## src/fix_pkg.sv

```systemverilog
// fix rx package with tag numbers, widths, enums and structs for the receive path
package fix_pkg;

	localparam int VALUE_W = 64;	// last 8 value bytes, right-aligned
	localparam int NUM_W   = 32;
	localparam int SEQ_W   = 32;

	// tag numbers used by the processor
	localparam logic [15:0] TAG_BEGIN_STRING   = 16'd8;
	localparam logic [15:0] TAG_BODY_LENGTH    = 16'd9;
	localparam logic [15:0] TAG_MSG_TYPE       = 16'd35;
	localparam logic [15:0] TAG_MSG_SEQ_NUM    = 16'd34;
	localparam logic [15:0] TAG_SENDER_COMP_ID = 16'd49;
	localparam logic [15:0] TAG_TARGET_COMP_ID = 16'd56;
	localparam logic [15:0] TAG_SENDING_TIME   = 16'd52;
	localparam logic [15:0] TAG_POSS_DUP       = 16'd43;
	localparam logic [15:0] TAG_GAP_FILL       = 16'd123;
	localparam logic [15:0] TAG_NEW_SEQ_NO     = 16'd36;
	localparam logic [15:0] TAG_CHECKSUM       = 16'd10;

	// ascii
	localparam logic [7:0] CH_SOH  = 8'h01;
	localparam logic [7:0] CH_EQ   = 8'h3D;	// '='
	localparam logic [7:0] CH_ZERO = 8'h30;
	localparam logic [7:0] CH_NINE = 8'h39;
	localparam logic [7:0] CH_Y    = 8'h59;

	// msgtype values, single character
	localparam logic [7:0] MT_HEARTBEAT  = 8'h30;	// '0'
	localparam logic [7:0] MT_TEST_REQ   = 8'h31;
	localparam logic [7:0] MT_RESEND_REQ = 8'h32;
	localparam logic [7:0] MT_REJECT     = 8'h33;
	localparam logic [7:0] MT_SEQ_RESET  = 8'h34;
	localparam logic [7:0] MT_LOGOUT     = 8'h35;
	localparam logic [7:0] MT_LOGON      = 8'h41;	// 'A'

	localparam logic [55:0] SUPPORTED_VERSION = 56'h46_49_58_2E_34_2E_33;	// FIX.4.3

	typedef enum logic [2:0] {
		ERR_NONE,
		ERR_GARBLED,
		ERR_VERSION,
		ERR_MSG_TYPE,
		ERR_TAG_MISSING,
		ERR_SEQ_LOW,
		ERR_SEQ_HIGH
	} fix_err_e;

	typedef enum logic [3:0] {
		KIND_HEARTBEAT,
		KIND_TEST_REQ,
		KIND_RESEND_REQ,
		KIND_REJECT,
		KIND_SEQ_RESET,
		KIND_GAP_FILL,	// seq reset with 123=Y
		KIND_LOGOUT,
		KIND_LOGON,
		KIND_NONE
	} fix_kind_e;

	typedef enum logic {P_TAG, P_VALUE} parse_state_e;

	typedef enum logic [2:0] {
		S_BEGIN, S_LENGTH, S_TYPE, S_SEQ, S_BODY, S_DISCARD, S_REPORT
	} proc_state_e;

	typedef struct packed {
		logic [15:0]        tag;
		logic [VALUE_W-1:0] raw;
		logic [NUM_W-1:0]   num;	// zero on any non-digit
		logic [15:0]        len;	// whole field incl. soh
		logic               first;
		logic               last;	// tag 10
	} fix_field_t;

	typedef struct packed {
		fix_kind_e        kind;
		fix_err_e         err;
		logic [SEQ_W-1:0] seq_num;
		logic [SEQ_W-1:0] new_seq_no;
	} fix_report_t;

endpackage

```

## src/fix_checksum.sv

```systemverilog
// fix checksum unit, modulo-256 byte sum checked against the tag 10 value
`timescale 1ns/1ps

module fix_checksum (
	input  logic                clk,
	input  logic                rst,
	input  logic                byte_fire_i,
	input  logic [7:0]          byte_i,
	input  logic                fld_valid_i,
	input  fix_pkg::fix_field_t fld_i,
	output logic                csum_ok_o
);

	logic [7:0] sum;
	logic [7:0] sum_saved;	// sum up to the soh before "10="

	always_ff @(posedge clk) begin
		if (rst) begin
			sum       <= 8'd0;
			sum_saved <= 8'd0;
		end else begin
			if (fld_valid_i && fld_i.last) begin
				// first byte of the next message may already be here
				sum <= byte_fire_i ? byte_i : 8'd0;
			end else if (byte_fire_i) begin
				sum <= sum + byte_i;	// wraps mod 256
			end

			if (fld_valid_i && !fld_i.last)
				sum_saved <= sum;
		end
	end

	// only meaningful with the last field's fld_valid
	assign csum_ok_o = (fld_i.num == fix_pkg::NUM_W'(sum_saved));

endmodule

```

## src/fix_msg_processor.sv

```systemverilog
// fix message processor, header-order FSM, body field capture and per-message verdict
`timescale 1ns/1ps

module fix_msg_processor (
	input  logic                      clk,
	input  logic                      rst,
	input  logic                      fld_valid_i,
	input  fix_pkg::fix_field_t       fld_i,
	input  logic                      csum_ok_i,
	input  logic [fix_pkg::SEQ_W-1:0] expected_seq_i,
	output logic                      busy_o,
	output logic                      rpt_valid_o,
	output fix_pkg::fix_report_t      rpt_o,
	input  logic                      rpt_ready_i
);

	fix_pkg::proc_state_e      state;
	fix_pkg::proc_state_e      state_n;
	fix_pkg::fix_kind_e        kind_q;
	fix_pkg::fix_kind_e        kind_dec;
	fix_pkg::fix_kind_e        kind_fin;
	fix_pkg::fix_err_e         err_n;
	logic                      issue;
	logic [fix_pkg::SEQ_W-1:0] seq_q;
	logic [fix_pkg::SEQ_W-1:0] new_seq_q;
	logic [fix_pkg::NUM_W-1:0] len_exp_q;	// value of tag 9
	logic [15:0]               body_len_q;
	logic                      f_sender;
	logic                      f_target;
	logic                      f_time;
	logic                      poss_dup;
	logic                      gap_fill;
	logic                      seq_low;
	logic                      bad_frame;
	logic                      tag_missing;
	logic                      seq_high;

	function automatic fix_pkg::fix_kind_e msg_kind(input logic [fix_pkg::VALUE_W-1:0] raw);
		if (raw[fix_pkg::VALUE_W-1:8] != '0)
			return fix_pkg::KIND_NONE;	// multi-char types unsupported
		case (raw[7:0])
			fix_pkg::MT_HEARTBEAT:  return fix_pkg::KIND_HEARTBEAT;
			fix_pkg::MT_TEST_REQ:   return fix_pkg::KIND_TEST_REQ;
			fix_pkg::MT_RESEND_REQ: return fix_pkg::KIND_RESEND_REQ;
			fix_pkg::MT_REJECT:     return fix_pkg::KIND_REJECT;
			fix_pkg::MT_SEQ_RESET:  return fix_pkg::KIND_SEQ_RESET;
			fix_pkg::MT_LOGOUT:     return fix_pkg::KIND_LOGOUT;
			fix_pkg::MT_LOGON:      return fix_pkg::KIND_LOGON;
			default:                return fix_pkg::KIND_NONE;
		endcase
	endfunction

	assign busy_o = rpt_valid_o && !rpt_ready_i;

	always_comb begin
		kind_dec = msg_kind(fld_i.raw);
		kind_fin = (kind_q == fix_pkg::KIND_SEQ_RESET && gap_fill) ? fix_pkg::KIND_GAP_FILL : kind_q;
		// a pure seq reset may go backwards, a gap fill may not
		seq_low     = (seq_q < expected_seq_i) && !poss_dup && (kind_fin != fix_pkg::KIND_SEQ_RESET);
		bad_frame   = !csum_ok_i || (fix_pkg::NUM_W'(body_len_q) != len_exp_q);
		tag_missing = !(f_sender && f_target && f_time);
		seq_high    = seq_q > expected_seq_i;

		state_n = state;
		issue   = 1'b0;
		err_n   = fix_pkg::ERR_NONE;
		if (state == fix_pkg::S_REPORT) begin
			if (rpt_valid_o && rpt_ready_i)
				state_n = fix_pkg::S_BEGIN;
		end else if (fld_valid_i) begin
			case (state)
				fix_pkg::S_BEGIN: begin
					if (fld_i.tag != fix_pkg::TAG_BEGIN_STRING) begin
						issue = 1'b1;
						err_n = fix_pkg::ERR_GARBLED;
					end else if (fld_i.raw > {8'h00, fix_pkg::SUPPORTED_VERSION}) begin
						issue = 1'b1;
						err_n = fix_pkg::ERR_VERSION;
					end else begin
						state_n = fix_pkg::S_LENGTH;
					end
				end
				fix_pkg::S_LENGTH: begin
					if (fld_i.tag != fix_pkg::TAG_BODY_LENGTH) begin
						issue = 1'b1;
						err_n = fix_pkg::ERR_GARBLED;
					end else begin
						state_n = fix_pkg::S_TYPE;
					end
				end
				fix_pkg::S_TYPE: begin
					if (fld_i.tag != fix_pkg::TAG_MSG_TYPE) begin
						issue = 1'b1;
						err_n = fix_pkg::ERR_GARBLED;
					end else if (kind_dec == fix_pkg::KIND_NONE) begin
						issue = 1'b1;
						err_n = fix_pkg::ERR_MSG_TYPE;
					end else begin
						state_n = fix_pkg::S_SEQ;
					end
				end
				fix_pkg::S_SEQ: begin
					if (fld_i.tag != fix_pkg::TAG_MSG_SEQ_NUM) begin
						issue = 1'b1;
						err_n = fix_pkg::ERR_GARBLED;
					end else begin
						state_n = fix_pkg::S_BODY;
					end
				end
				fix_pkg::S_BODY: begin
					if (fld_i.last) begin
						issue = 1'b1;
						if (seq_low)          err_n = fix_pkg::ERR_SEQ_LOW;
						else if (bad_frame)   err_n = fix_pkg::ERR_GARBLED;
						else if (tag_missing) err_n = fix_pkg::ERR_TAG_MISSING;
						else if (seq_high)    err_n = fix_pkg::ERR_SEQ_HIGH;
					end
				end
				fix_pkg::S_DISCARD: if (fld_i.last) state_n = fix_pkg::S_BEGIN;
				default: state_n = fix_pkg::S_BEGIN;
			endcase
		end
		if (issue)
			state_n = fld_i.last ? fix_pkg::S_REPORT : fix_pkg::S_DISCARD;
	end

	always_ff @(posedge clk) begin
		if (rst) begin
			state       <= fix_pkg::S_BEGIN;
			rpt_valid_o <= 1'b0;
			kind_q      <= fix_pkg::KIND_NONE;
			seq_q       <= '0;
			new_seq_q   <= '0;
			len_exp_q   <= '0;
			body_len_q  <= '0;
			{f_sender, f_target, f_time, poss_dup, gap_fill} <= '0;
		end else begin
			state <= state_n;
			if (issue)
				rpt_valid_o <= 1'b1;
			else if (rpt_ready_i)
				rpt_valid_o <= 1'b0;

			if (fld_valid_i && fld_i.last) begin
				// message done, clear for the next one
				kind_q     <= fix_pkg::KIND_NONE;
				seq_q      <= '0;
				new_seq_q  <= '0;
				body_len_q <= '0;
				{f_sender, f_target, f_time, poss_dup, gap_fill} <= '0;
			end else if (fld_valid_i) begin
				case (state)
					fix_pkg::S_LENGTH: len_exp_q <= fld_i.num;
					fix_pkg::S_TYPE: begin
						kind_q     <= kind_dec;
						body_len_q <= body_len_q + fld_i.len;
					end
					fix_pkg::S_SEQ: begin
						seq_q      <= fix_pkg::SEQ_W'(fld_i.num);
						body_len_q <= body_len_q + fld_i.len;
					end
					fix_pkg::S_BODY: begin
						body_len_q <= body_len_q + fld_i.len;
						case (fld_i.tag)
							fix_pkg::TAG_SENDER_COMP_ID: f_sender <= 1'b1;
							fix_pkg::TAG_TARGET_COMP_ID: f_target <= 1'b1;
							fix_pkg::TAG_SENDING_TIME:   f_time   <= 1'b1;
							fix_pkg::TAG_POSS_DUP:   poss_dup  <= (fld_i.raw[7:0] == fix_pkg::CH_Y);
							fix_pkg::TAG_GAP_FILL:   gap_fill  <= (fld_i.raw[7:0] == fix_pkg::CH_Y);
							fix_pkg::TAG_NEW_SEQ_NO: new_seq_q <= fix_pkg::SEQ_W'(fld_i.num);
							default: ;	// other tags ignored
						endcase
					end
					default: ;
				endcase
			end
		end
	end

	// report payload, loaded only when a verdict is issued
	always_ff @(posedge clk) begin
		if (issue) begin
			rpt_o.kind       <= kind_fin;
			rpt_o.err        <= err_n;
			rpt_o.seq_num    <= seq_q;
			rpt_o.new_seq_no <= new_seq_q;
		end
	end

	a_rpt_hold: assert property (@(posedge clk) disable iff (rst)
		(rpt_valid_o && !rpt_ready_i) |=> (rpt_valid_o && $stable(rpt_o)));

endmodule

```

## src/fix_rx_top.sv

```systemverilog
// fix receive top, parser, checksum, message processor and sequence tracker
`timescale 1ns/1ps

module fix_rx_top (
	input  logic                 clk,
	input  logic                 rst,
	input  logic                 byte_valid_i,
	input  logic [7:0]           byte_i,
	output logic                 byte_ready_o,
	output logic                 rpt_valid_o,
	output fix_pkg::fix_report_t rpt_o,
	input  logic                 rpt_ready_i
);

	logic                      byte_fire;
	logic                      fld_valid;
	fix_pkg::fix_field_t       fld;
	logic                      csum_ok;
	logic                      proc_busy;
	logic [fix_pkg::SEQ_W-1:0] expected_seq;
	wire                       rpt_fire = rpt_valid_o && rpt_ready_i;

	fix_tag_parser u_parser (
		.clk          (clk),
		.rst          (rst),
		.byte_valid_i (byte_valid_i),
		.byte_i       (byte_i),
		.byte_ready_o (byte_ready_o),
		.busy_i       (proc_busy),
		.byte_fire_o  (byte_fire),
		.fld_valid_o  (fld_valid),
		.fld_o        (fld)
	);

	fix_checksum u_csum (
		.clk         (clk),
		.rst         (rst),
		.byte_fire_i (byte_fire),
		.byte_i      (byte_i),
		.fld_valid_i (fld_valid),
		.fld_i       (fld),
		.csum_ok_o   (csum_ok)
	);

	fix_msg_processor u_proc (
		.clk            (clk),
		.rst            (rst),
		.fld_valid_i    (fld_valid),
		.fld_i          (fld),
		.csum_ok_i      (csum_ok),
		.expected_seq_i (expected_seq),
		.busy_o         (proc_busy),
		.rpt_valid_o    (rpt_valid_o),
		.rpt_o          (rpt_o),
		.rpt_ready_i    (rpt_ready_i)
	);

	fix_seq_tracker u_seq (
		.clk            (clk),
		.rst            (rst),
		.rpt_fire_i     (rpt_fire),
		.rpt_i          (rpt_o),
		.expected_seq_o (expected_seq)
	);

endmodule

```

## src/fix_seq_tracker.sv

```systemverilog
// fix sequence tracker, expected incoming MsgSeqNum updated from accepted reports
`timescale 1ns/1ps

module fix_seq_tracker (
	input  logic                      clk,
	input  logic                      rst,
	input  logic                      rpt_fire_i,
	input  fix_pkg::fix_report_t      rpt_i,
	output logic [fix_pkg::SEQ_W-1:0] expected_seq_o
);

	logic plain_ok;	// good message that is not a reset

	assign plain_ok = rpt_fire_i && (rpt_i.err == fix_pkg::ERR_NONE) &&
		(rpt_i.kind != fix_pkg::KIND_SEQ_RESET) && (rpt_i.kind != fix_pkg::KIND_GAP_FILL);

	always_ff @(posedge clk) begin
		if (rst) begin
			expected_seq_o <= fix_pkg::SEQ_W'(1);
		end else if (rpt_fire_i && rpt_i.err == fix_pkg::ERR_NONE) begin
			case (rpt_i.kind)
				fix_pkg::KIND_SEQ_RESET: expected_seq_o <= rpt_i.new_seq_no;
				fix_pkg::KIND_GAP_FILL:  expected_seq_o <= rpt_i.new_seq_no;
				default:                 expected_seq_o <= expected_seq_o + 1'b1;
			endcase
		end
		// rejected messages leave it alone
	end

	a_seq_step: assert property (@(posedge clk) disable iff (rst)
		plain_ok |=> (expected_seq_o == $past(expected_seq_o) + 1'b1));

endmodule

```

## src/fix_tag_parser.sv

```systemverilog
// fix tag parser, splits the byte stream into decoded tag/value fields
`timescale 1ns/1ps

module fix_tag_parser (
	input  logic                clk,
	input  logic                rst,
	input  logic                byte_valid_i,
	input  logic [7:0]          byte_i,
	output logic                byte_ready_o,
	input  logic                busy_i,
	output logic                byte_fire_o,
	output logic                fld_valid_o,
	output fix_pkg::fix_field_t fld_o
);

	fix_pkg::parse_state_e       state;
	logic [15:0]                 tag_acc;
	logic [fix_pkg::VALUE_W-1:0] raw_acc;
	logic [fix_pkg::NUM_W-1:0]   num_acc;
	logic                        non_digit;
	logic [15:0]                 len_cnt;
	logic                        first_pend;	// next field opens a message
	logic                        is_digit;
	logic [3:0]                  digit;
	logic                        is_soh;

	assign byte_ready_o = !busy_i;	// stall while a report waits
	assign byte_fire_o  = byte_valid_i && byte_ready_o;
	assign is_digit     = (byte_i >= fix_pkg::CH_ZERO) && (byte_i <= fix_pkg::CH_NINE);
	assign digit        = byte_i[3:0];
	assign is_soh       = (byte_i == fix_pkg::CH_SOH);

	always_ff @(posedge clk) begin
		if (rst) begin
			state       <= fix_pkg::P_TAG;
			tag_acc     <= '0;
			len_cnt     <= '0;
			first_pend  <= 1'b1;
			fld_valid_o <= 1'b0;
		end else begin
			fld_valid_o <= 1'b0;
			if (byte_fire_o) begin
				len_cnt <= len_cnt + 16'd1;
				case (state)
					fix_pkg::P_TAG: begin
						if (byte_i == fix_pkg::CH_EQ) begin
							state <= fix_pkg::P_VALUE;
						end else if (is_soh) begin
							// stray soh, no value
							tag_acc <= '0;
							len_cnt <= '0;
						end else begin
							tag_acc <= (tag_acc << 3) + (tag_acc << 1) + 16'(digit);
						end
					end
					fix_pkg::P_VALUE: begin
						if (is_soh) begin
							state       <= fix_pkg::P_TAG;
							fld_valid_o <= 1'b1;
							first_pend  <= (tag_acc == fix_pkg::TAG_CHECKSUM);
							tag_acc     <= '0;
							len_cnt     <= '0;
						end
					end
					default: state <= fix_pkg::P_TAG;
				endcase
			end
		end
	end

	// value shift-in and field capture
	always_ff @(posedge clk) begin
		if (byte_fire_o) begin
			if (state == fix_pkg::P_TAG) begin
				raw_acc   <= '0;
				num_acc   <= '0;
				non_digit <= 1'b0;
			end else if (is_soh) begin
				fld_o.tag   <= tag_acc;
				fld_o.raw   <= raw_acc;
				fld_o.num   <= non_digit ? '0 : num_acc;
				fld_o.len   <= len_cnt + 16'd1;
				fld_o.first <= first_pend;
				fld_o.last  <= (tag_acc == fix_pkg::TAG_CHECKSUM);
			end else begin
				raw_acc <= {raw_acc[fix_pkg::VALUE_W-9:0], byte_i};
				if (is_digit)
					num_acc <= (num_acc << 3) + (num_acc << 1) + fix_pkg::NUM_W'(digit);
				else
					non_digit <= 1'b1;
			end
		end
	end

	// each field takes at least two bytes
	a_fld_pulse: assert property (@(posedge clk) disable iff (rst)
		fld_valid_o |=> !fld_valid_o);

endmodule

```

## config.mk

```make
export PLATFORM = sky130hd
export DESIGN_NAME = fix_rx_top
export DESIGN_NICKNAME = d
export VERILOG_FILES = /design/src/fix_pkg.sv /design/src/fix_checksum.sv /design/src/fix_msg_processor.sv /design/src/fix_rx_top.sv /design/src/fix_seq_tracker.sv /design/src/fix_tag_parser.sv
export SDC_FILE = /design/constraint.sdc
export NUM_CORES = 1
export LEC_CHECK = 0
export BUFFER_PORTS_ARGS = -buffer_cell sky130_fd_sc_hd__buf_2
export CAP_MARGIN = 0
export CORE_ASPECT_RATIO = 0.7
export CORE_UTILIZATION = 62
export DETAILED_ROUTE_END_ITERATION = 8
export MAX_ROUTING_LAYER = met4
export PLACE_DENSITY = 0.9
export SKIP_CTS_REPAIR_TIMING = 1
export SYNTH_ARGS = -nofsm -noshare
export SYNTH_HDL_FRONTEND = slang
export SYNTH_HIERARCHICAL = 1
export SYNTH_SLANG_ARGS = --single-unit
```

## constraint.sdc

```tcl
create_clock -name clk -period 10.88 [get_ports clk]
set_input_delay 2.72 -clock clk [delete_from_list [all_inputs] [get_ports clk]]
set_output_delay 2.72 -clock clk [all_outputs]
set_load 0.1 [all_outputs]
```

==> results of run 1 <==
[state kept, by name, summed over array words and instances, names as in the netlist, 16 cells and up]
name / count
u_parser/fld_o: 129
u_proc/rpt_o: 71
u_parser/raw_acc: 64
u_parser/num_acc: 32
u_proc/len_exp_q: 32
u_proc/new_seq_q: 32
u_proc/seq_q: 32
u_seq/expected_seq_o: 32
u_parser/len_cnt: 16
u_parser/tag_acc: 16
u_proc/body_len_q: 16
[per-layer routing]
metal	part of all wire	vias to the layer above	track usage
li1	-	8625	-
met1	0.43	9025	0.439
met2	0.44	1140	0.461
met3	0.10	162	0.0507
met4	0.028	0	0.0861
met5	0	-	-
[stage by stage]
step	hold slack, ns	std cells	setup WS (ns)	total power, mW
2_1_floorplan	0.400	2342	0.891	2.38
3_3_place_gp	0.404	2863	4.80	2.45
3_5_place_dp	0.405	2863	4.76	2.47
4_1_cts	0.419	2948	4.79	4.14
5_1_grt	0.428	2949	4.69	4.26
6_report	0.418	2949	4.78	4.13
[cell type report]
cell class                 count  area, µm²  area share
multi-input combinational   1656      10700       0.397
sequential                   504      13100       0.487
tap                          527        659      0.0246
inverter                      76        288      0.0107
clock inverter                19        235     0.00877
antenna                        1       2.50   0.0000933
clock buffer                  66       1370      0.0511
timing repair buffer         100        543      0.0202
[placed cells by master (no fill, tap or decap), drive strengths merged, types with 51 or more instances in the layout]
cell type and count:
a21oi 209, and2 81, buf 100, clkbuf 66, dfxtp 207, edfxtp 297
ha 140, inv 79, nand2 319, nand3 56, nand4 51, nor2 148
o21ai 75, xnor2 54
[worst paths after layout]
path / start / cells after the start / to
setup / recovery: rpt_ready_i / 4 / byte_ready_o
hold / removal: u_parser/raw_acc[60] / 0 / u_parser/fld_o[110]
setup reg to reg: u_parser/fld_o[98] / 8 / u_proc/rpt_o[63]
hold reg to reg: u_parser/raw_acc[60] / 0 / u_parser/fld_o[110]
[power by group]
part	switching [mW]	internal [mW]
clock	0.710	0.982
sequential	0.0386	2.05
combinational	0.212	0.134
[critical path: cells and delay by family]
family / cells / cell delay (ns)
buffers and inverters: 3 / 0.60
AND/OR/NAND/NOR: 1 / 0.06
==> summary.md, run 1 <==
| Metric | Value |
|---|---|
| First-pass GRT wire length | `~96,000 µm` |
| Die area | `40,200 µm²` |
| Worst Path Max Fanout | `3` |
| Fillcell total | `2,702` |
| Final period util | `0.560` |
| Num CTS Buffers | `46` |
| Ports | `85` |
| CTS tree | `yes` |
| WS Path Type | `in2out` |
| Number of global-route vias before repair | `between 15,000 and 20,000` |
| Slew @ Worst Pin | `1.15 ns` |
| Fin area | `26,800 µm²` |
| Final setup violation count | `0` |
| I/O Buffers | `84` |
| DR WL/cell | `~21 µm` |
| Clk root buf | `clkbuf_16` |
| Clock Path Buffers | `3` |
| Gr ovfl total | `0` |
| Required time worst endpoint | `between 8 and 9 ns` |
| Hold Crit Class | `reg2reg` |
| Crit end category | `output port` |
| Clock slew at reported path FFs | `0.06 ns` |
| Setup tns final | `0 ns` |
| Via-to-Cell Ratio | `6.43` |
| Die width | `between 200 and 250 µm` |
| Max-slew violations | `0` |
| Clk_lat worst skew | `between 0.5 and 0.6 ns` |
| Initial antenna violation count | `1` |
| Clk_skew | `0.0322 ns` |
| Worst VDD drop | `0.129 mV` |
| Crit path time final | `6.10 ns` |
| Global-route usage over all layers | `0.310` |
| Drt drc | `0` |
| Fmax | `164 MHz` |
| Arrival @ worst endpoint | `3.38 ns` |
| Most used cell along the critical path | `buf_2` |
| Leak | `approximately 9.6 nW` |
| CTS sink count | `approximately 500` |
| Total iterations of the first detailed-routing run | `7` |
| Final #Nets | `between 2,000 and 3,000` |
| Placement Rows | `60` |
| Drt total wl | `60,800 µm` |
| Util after Layout | `0.695` |
| Maxcap violations | `0` |
| Final HPWL DP | `~42,000 µm` |
| Worst path max stage delay | `0.42 ns` |
| Setup repair after global routing missed its margin | `no` |
| PwrDens | `154 nW/µm²` |
| Core footprint | `38,600 µm²` |
| Status | `complete, no violations` |
| R2r setup slk | `6.90 ns` |
| Synth Warn # | `6` |
| Starting Density | `0.632` |
| Via count | `between 15,000 and 20,000` |
| Largest net degree at the start of global routing | `90` |
| Gate count of the mapped netlist | `between 2,000 and 2,500` |
| Critical path's slowest cell | `buf_2` |
| Cell Area, Placed | `25,200 µm²` |
| Final GP Congestion | `0.973` |
| Layout cells sized above 1 | `0.0921` |
| Final ANT Viol Nets | `0` |
| Max-slew headroom | `0.230` |
| Syn avg cell area | `~10 µm²` |
| Synthesized area | `about 24,000 µm²` |
| Initial DRC Count | `2,285` |
| Count of final hold-check violations | `0` |
| DIE HEIGHT | `168 µm` |
| Crit path cell chain | `buf_2 -> nor2b_1 -> inv_1 -> buf_2` |
| H-Tree Depth | `2` |
| Worst setup SP type | `input pin` |
| Synthesized Nets | `2,500` |
| Layout area overhead | `9.92%` |
Note: power is estimated with default switching activity, not from simulation.
==> run 2, diff against run 1 <==
==> constraint.sdc (replaced) <==
create_clock -name clk -period 5.7 [get_ports clk]
set_input_delay 1.425 -clock clk [delete_from_list [all_inputs] [get_ports clk]]
set_output_delay 1.425 -clock clk [all_outputs]
set_load 0.1 [all_outputs]
==> run 2 against run 1 <==
- cell count barely moved
- clock-buffer cell count down 5
- first-iteration DRC count up 9.4%
- clock power up 88%
- setup slack lost 2.9 ns
- power rose by 90%
- clock skew decreased by 0.0060 ns
- critical path type is now in2reg
- largest cell class unchanged
- largest power group unchanged
==> summary.md, run 2 (synthesis results as in run 1) <==
| Metric | Value |
|---|---|
| WS Path Type | `in2reg` |
| Crit end category | `flip-flop` |
| Most frequent cells in the layout | `nand2_1 (316), edfxtp_1 (297), a21oi_1 (206), dfxtp_1 (206), nor2_1 (144)` |
| Leak | `9.53 nW (-0.20%)` |
| Slew @ Worst Pin | `1.26 ns (+0.113 ns)` |
| Final HPWL DP | `42,600 µm (+1.7%)` |
| Final ANT Viol Nets | `0 (unchanged)` |
| Max-slew violations | `0 (unchanged)` |
| Hold wc startpoint | `u_parser/raw_acc[63]` |
| Post-Place Setup Slack | `1.29 ns (-3.47 ns)` |
| First-pass GRT wire length | `96,400 µm (+0.25%)` |
| Count of final hold-check violations | `0 (unchanged)` |
| Hold Path Depth | `0 (unchanged)` |
| Biggest register | `u_parser/fld_o` |
| Setup repair after global routing missed its margin | `no` |
| H-Tree Depth | `2 (unchanged)` |
| Required time worst endpoint | `6.02 ns (-2.14 ns)` |
| Largest net degree at the start of global routing | `81 (-10%)` |
| Layout cells sized above 1 | `0.0961 (+0.00401)` |
| Global-route usage over all layers | `0.311 (+0.00144)` |
| Most used cell along the critical path | `nor2_1` |
| Total iterations of the first detailed-routing run | `6 (-1)` |
| Via count | `19,100 (+0.64%)` |
| Placed instance count | `2,863 (unchanged)` |
| DIE HEIGHT | `168 µm (unchanged)` |
| Gr ovfl total | `0 (unchanged)` |
| Drt drc | `0 (unchanged)` |
| Final setup violation count | `0 (unchanged)` |
| Fmax | `about 260 MHz` |
| Clock Path Buffers | `3 (unchanged)` |
| Fillcell total | `2,662 (-1.5%)` |
| Num CTS Buffers | `47 (+2.2%)` |
| Hold Crit Class | `reg2reg` |
| I/O Buffers | `84 (unchanged)` |
| Worst setup SP type | `input pin` |
| Die width | `239 µm (unchanged)` |
| Worst VDD drop | `0.254 mV (+98%)` |
| Critical path's slowest cell | `fa_1` |
| DR WL/cell | `20.8 µm (+1.0%)` |
| Via-to-Cell Ratio | `6.46 (+0.58%)` |
| Worst Path Max Fanout | `6 (+3)` |
| Initial antenna violation count | `0 (-1)` |
| Final GP Congestion | `0.982 (+0.88%)` |
| Number of global-route vias before repair | `17,700 (-1.7%)` |
| Arrival @ worst endpoint | `4.18 ns (+0.80 ns)` |
| Status | `complete, no violations` |
| Maxcap violations | `0 (unchanged)` |
| Post-route insts no fill | `2,951 (+0.068%)` |
| Die area | `40,200 µm² (unchanged)` |
| Final period util | `0.677` |
| Crit path cell chain | `buf_2 -> inv_1 -> fa_1 -> inv_1 -> ha_1 -> a211oi_1 -> nor2_1 -> o311ai_4 -> nor2_1 -> nor2_1 -> o21ai_1 -> mux2_2` |
| Placement Rows | `60 (unchanged)` |
| Hold worst-path end | `u_parser/fld_o[113]` |
| Commonest non-fill, non-tap cell in the layout | `nand2_1` |
| Worst path max stage delay | `0.60 ns (+0.18 ns)` |
| Diode count | `0 (-1)` |
| Drt total wl | `61,500 µm (+1.1%)` |
| Worst setup margin | `1.84 ns (-2.95 ns)` |
| Worst r2r dst | `u_proc/rpt_o[60]` |
| Max-slew headroom | `0.155 (-0.0759)` |
| Worst r2r src | `u_parser/fld_o[98]` |
| Starting Density | `0.632 (unchanged)` |
| Clk_lat worst skew | `0.59 ns (+0.02 ns)` |
| Clock slew at reported path FFs | `0.06 ns (about the same)` |
| Clk root buf | `clkbuf_16` |
| Layout area overhead | `9.93% (about the same)` |
| Core footprint | `38,600 µm² (unchanged)` |
| Ports | `85 (unchanged)` |
| Depth of the most critical reg-to-reg path | `8 (unchanged)` |
| Max FFs per register | `129 (unchanged)` |
| Initial DRC Count | `2,500 (+9.4%)` |
| Clk_skew | `0.0262 ns (-0.00598 ns)` |
| PwrDens | `292 nW/µm² (+90%)` |
| Biggest regs | `u_parser/fld_o (129), u_proc/rpt_o (71), u_parser/raw_acc (64)` |
| R2r setup slk | `2.12 ns (-4.78 ns)` |
| Final #Nets | `2,543 (+0.039%)` |
| CTS tree | `yes` |
| Crit path time final | `3.86 ns` |
| CTS sink count | `504 (unchanged)` |
-- run 2: cell types whose count changed in the layout (fill, tap and decap cells not counted), sizes merged --
cell      change
bufinv        -1
clkbuf        -5
clkinv        +5
inv           -1
diode         -1
clkinvlp      +5
-- run 2: area by class of cell --
type                       count  area (µm²)  area share
multi-input combinational   1656       10700       0.398
inverter                      76         292      0.0109
clock inverter                27         277      0.0103
clock buffer                  61        1290      0.0481
tap                          527         659      0.0246
sequential                   504       13100       0.487
timing repair buffer         100         568      0.0212
-- run 2: worst max-delay path by stage --
stage	slack (ns)	depth (start not counted)	start	end
2_1_floorplan	-0.34	5	rpt_ready_i	u_parser/num_acc[0]
3_3_place_gp	1.38	12	byte_i[3]	u_parser/num_acc[31]
3_5_place_dp	1.29	12	byte_i[3]	u_parser/num_acc[31]
4_1_cts	1.88	12	byte_i[3]	u_parser/num_acc[31]
5_1_grt	1.69	12	byte_i[3]	u_parser/num_acc[31]
6_report	1.84	12	byte_i[3]	u_parser/num_acc[31]
-- run 2: per-stage QoR --
step | util | power, mW | hold slack (ns) | setup TNS (ns) | cell area, µm²
after global placement | 0.654 | 4.68 | 0.403 | 0 | 25300
final | 0.695 | 7.84 | 0.419 | 0 | 26800
after CTS | 0.695 | 7.84 | 0.420 | 0 | 26800
after floorplan | - | 4.54 | 0.400 | -10.85 | 24400
after detailed placement | 0.654 | 4.72 | 0.406 | 0 | 25300
after global routing | 0.695 | 8.07 | 0.430 | 0 | 26800
-- run 2: report_power, final --
group / internal [mW] / switching (mW)
logic: 0.257 / 0.416
clock network: 1.76 / 1.41
registers: 3.92 / 0.0796
total: 5.93 / 1.90
-- run 2: per-layer routing --
layer | global-route usage | vias to the layer above | routed length [µm]
met5 | - | - | 0
met4 | 0.0805 | 0 | 1390
met3 | 0.0597 | 124 | 7160
met2 | 0.451 | 1221 | 26800
met1 | 0.449 | 9093 | 26100
li1 | - | 8636 | -
-- run 2: critical path, delay by kind of cell --
family                   cells  cell delay, ns
AO/OA/AOI/OAI                3            0.73
AND/OR/NAND/NOR              3            0.48
buffers and inverters        3            0.37
multiplexers                 1            0.28
adder cells (fa/ha/maj)      2            0.90
==> run 3, diff against run 2 <==
--- a/config.mk
+++ b/config.mk
@@ -5,13 +5,14 @@
 export SDC_FILE = /design/constraint.sdc
 export NUM_CORES = 1
 export LEC_CHECK = 0
+export ABC_AREA = 1
 export BUFFER_PORTS_ARGS = -buffer_cell sky130_fd_sc_hd__buf_2
 export CAP_MARGIN = 0
 export CORE_ASPECT_RATIO = 0.7
-export CORE_UTILIZATION = 62
+export CORE_UTILIZATION = 57
 export DETAILED_ROUTE_END_ITERATION = 8
 export MAX_ROUTING_LAYER = met4
-export PLACE_DENSITY = 0.9
+export PLACE_DENSITY = 0.87
 export SKIP_CTS_REPAIR_TIMING = 1
 export SYNTH_ARGS = -nofsm -noshare
 export SYNTH_HDL_FRONTEND = slang
==> constraint.sdc (replaced) <==
create_clock -name clk -period 3.5 [get_ports clk]
set_input_delay 0.875 -clock clk [delete_from_list [all_inputs] [get_ports clk]]
set_output_delay 0.875 -clock clk [all_outputs]
set_load 0.1 [all_outputs]
==> run 3 against run 2 <==
- sequential power up 62%
- core utilization is 5.5 points lower
- synthesized cell count is 34% higher
- register-to-register slack got worse by 1.4 ns
- design area increased by 7.8%
- synthesized area increased by 7.2%
- setup slack worse by 1.1 ns
- cell count up 31%
- power up 65%
- critical endpoint is now u_proc/rpt_o[24]
- largest power group unchanged
- highest routed layer unchanged
==> summary.md, run 3 <==
| Metric | Value |
|---|---|
| Depth of the most critical reg-to-reg path | `12 (+4)` |
| Drt drc | `0 (unchanged)` |
| Num CTS Buffers | `48 (+2.1%)` |
| Grt met1 use | `0.409 (-0.0399)` |
| Clock Path Buffers | `3 (unchanged)` |
| First-pass GRT wire length | `103,000 µm (+6.7%)` |
| Worst setup SP type | `flip-flop` |
| Final HPWL DP | `47,300 µm (+11%)` |
| Final setup violation count | `0 (unchanged)` |
| Synth Warn # | `6 (unchanged)` |
| Reg power frac | `0.501 (-0.009)` |
| Fmax | `362 MHz` |
| Crit path time final | `roughly 2.8 ns` |
| Fin area | `28,900 µm² (+7.8%)` |
| Starting Density | `0.580 (-0.0527)` |
| Drt total wl | `64,900 µm (+5.6%)` |
| Core footprint | `45,100 µm² (+17%)` |
| Required time worst endpoint | `3.76 ns (-2.26 ns)` |
| Hold Crit Class | `reg2reg` |
| Biggest register | `u_parser/fld_o` |
| Crit end category | `flip-flop` |
| Biggest regs | `u_parser/fld_o (129), u_proc/rpt_o (71), u_parser/raw_acc (64)` |
| CTS tree | `yes` |
| Die width | `258 µm (+7.9%)` |
| Most used routing layer | `met1` |
| Max-slew headroom | `0.185 (+0.0304)` |
| Worst Setup SP | `u_parser/fld_o[105]` |
| Met3 Usage GRT | `0.0664 (+0.00668)` |
| Fillcell total | `3,511 (+32%)` |
| Via-to-Cell Ratio | `5.52 (-15%)` |
| Final ANT Viol Nets | `0 (unchanged)` |
| Cell Area, Placed | `27,300 µm² (+8.1%)` |
| I/O Buffers | `84 (unchanged)` |
| Clk_skew | `0.0298 ns (+0.00357 ns)` |
| DIE HEIGHT | `181 µm (+7.9%)` |
| Synthesized area | `26,200 µm² (+7.2%)` |
| Global-route usage over all layers | `0.283 (-0.0279)` |
| Max-slew violations | `0 (unchanged)` |
| WS Path Type | `reg2reg` |
| Worst Path Max Fanout | `44 (+38)` |
| CTS sink count | `504 (unchanged)` |
| Total Power | `12.9 mW (+65%)` |
| Status | `complete, no violations` |
| Die area | `46,800 µm² (+16%)` |
| Ports | `85 (unchanged)` |
| Syn avg cell area | `8.32 µm² (-20%)` |
| Initial DRC Count | `2,380 (-4.8%)` |
| Leak | `12.5 nW (+31%)` |
| DR WL/cell | `16.8 µm (-20%)` |
| Worst r2r dst | `u_proc/rpt_o[24]` |
| Via count | `21,400 (+12%)` |
| Most frequent cells in the layout | `nand2_1 (707), nor2_1 (469), inv_1 (440)` |
| M2 GR Usage | `0.396 (-0.0548)` |
| Commonest non-fill, non-tap cell in the layout | `nand2_1` |
| Power Internal | `9.74 mW (+64%)` |
| Worst r2r src | `u_parser/fld_o[105]` |
| Worst VDD drop | `0.300 mV (+18%)` |
| PwrDens | `448 nW/µm² (+53%)` |
| Layout cells sized above 1 | `0.0989 (+0.00275)` |
| Sw Pwr | `3.21 mW (+68%)` |
| Maxcap violations | `0 (unchanged)` |
| Initial antenna violation count | `1 (+1)` |
| Largest net degree at the start of global routing | `59 (-27%)` |
| Setup repair after global routing missed its margin | `no` |
| Final #Nets | `3,386 (+33%)` |
| H-Tree Depth | `2 (unchanged)` |
| Final GP Congestion | `0.955 (-2.7%)` |
| Sw frac | `0.248 (+0.00494)` |
| Hold wc startpoint | `u_proc/new_seq_q[3]` |
| Number of global-route vias before repair | `19,600 (+11%)` |
| Total iterations of the first detailed-routing run | `6 (unchanged)` |
| Hold worst-path end | `u_proc/rpt_o[3]` |
| Synthesized Nets | `3,301 (+32%)` |
| Clk root buf | `clkbuf_16` |
| Slew @ Worst Pin | `1.22 ns (-0.0423 ns)` |
| R2r setup slk | `0.74 ns (-1.38 ns)` |
| Max FFs per register | `129 (unchanged)` |
| Gr ovfl total | `0 (unchanged)` |
| Clock slew at reported path FFs | `0.07 ns (about the same)` |
| Placement Rows | `65 (+8.3%)` |
| Clock power frac | `0.413 (+0.009)` |
| Layout area overhead | `10.5%` |
| Clk_lat worst skew | `0.59 ns (about the same)` |
| Arrival @ worst endpoint | `3.03 ns (-1.15 ns)` |
| Logic pwr share | `0.086 (about the same)` |
| Hold Path Depth | `0 (unchanged)` |
| Final period util | `0.789` |
| Gate count of the mapped netlist | `3,143 (+34%)` |
| Count of final hold-check violations | `0 (unchanged)` |
## run 3: worst max-delay path by stage
| stage | to |
|---|---|
| finish | u_proc/rpt_o[24] |
| detailed placement | u_parser/num_acc[18] |
| global route | u_proc/rpt_o[24] |
| floorplan | u_parser/fld_o[0] |
| CTS | u_proc/rpt_o[24] |
| global placement | u_parser/num_acc[18] |
## run 3: stage by stage
step           instances  hold WS, ns  setup slack [ns]  setup TNS, ns   util
6_report            3871        0.415             0.737              0  0.640
5_1_grt             3871        0.422             0.533              0  0.640
4_1_cts             3870        0.420             0.784              0  0.640
3_5_place_dp        3781        0.405             0.326              0  0.605
3_3_place_gp        3781        0.403             0.367              0  0.605
2_1_floorplan       3143        0.400            -0.635         -81.89      -
## run 3: routing by layer
metal / routed length, µm / vias to the layer above
met2: 27100 / 1086
met4: 1550 / 0
li1: - / 10400
met3: 7360 / 124
met1: 28900 / 9813
met5: 0 / -
## run 3: final cells by class
class / instances / area (µm²) / share of cell area
repair buffers: 110 / 703 / 0.0243
diodes: 1 / 2.50 / 0.0000866
well taps: 603 / 754 / 0.0261
inverters: 463 / 1750 / 0.0606
clock buffers: 58 / 1270 / 0.0439
multi-input cells: 2101 / 11000 / 0.381
flip-flops and latches: 504 / 13100 / 0.452
clock inverters: 31 / 340 / 0.0118
## run 3: critical path, stage by stage, from the launching register on
cell and delay, ns:
edfxtp_1 0.42, nor2_1 0.17, nand2_1 0.10, nor2_1 0.10
nand3_1 0.09, nor2_1 0.26, nand2_1 0.09, nand2_1 0.10
nand2_2 0.10, nand2_4 0.10, nand2_4 0.07, inv_2 0.49
buf_12 0.33
## run 3: power by group through the flow
stage | registers, mW | clock network, mW | logic (mW)
3_3_place_gp | 6.61 | 0 | 1.04
3_5_place_dp | 6.61 | 0 | 1.08
5_1_grt | 6.49 | 5.65 | 1.26
2_1_floorplan | 6.55 | 0 | 0.832
6_report | 6.48 | 5.34 | 1.12
4_1_cts | 6.48 | 5.40 | 1.10
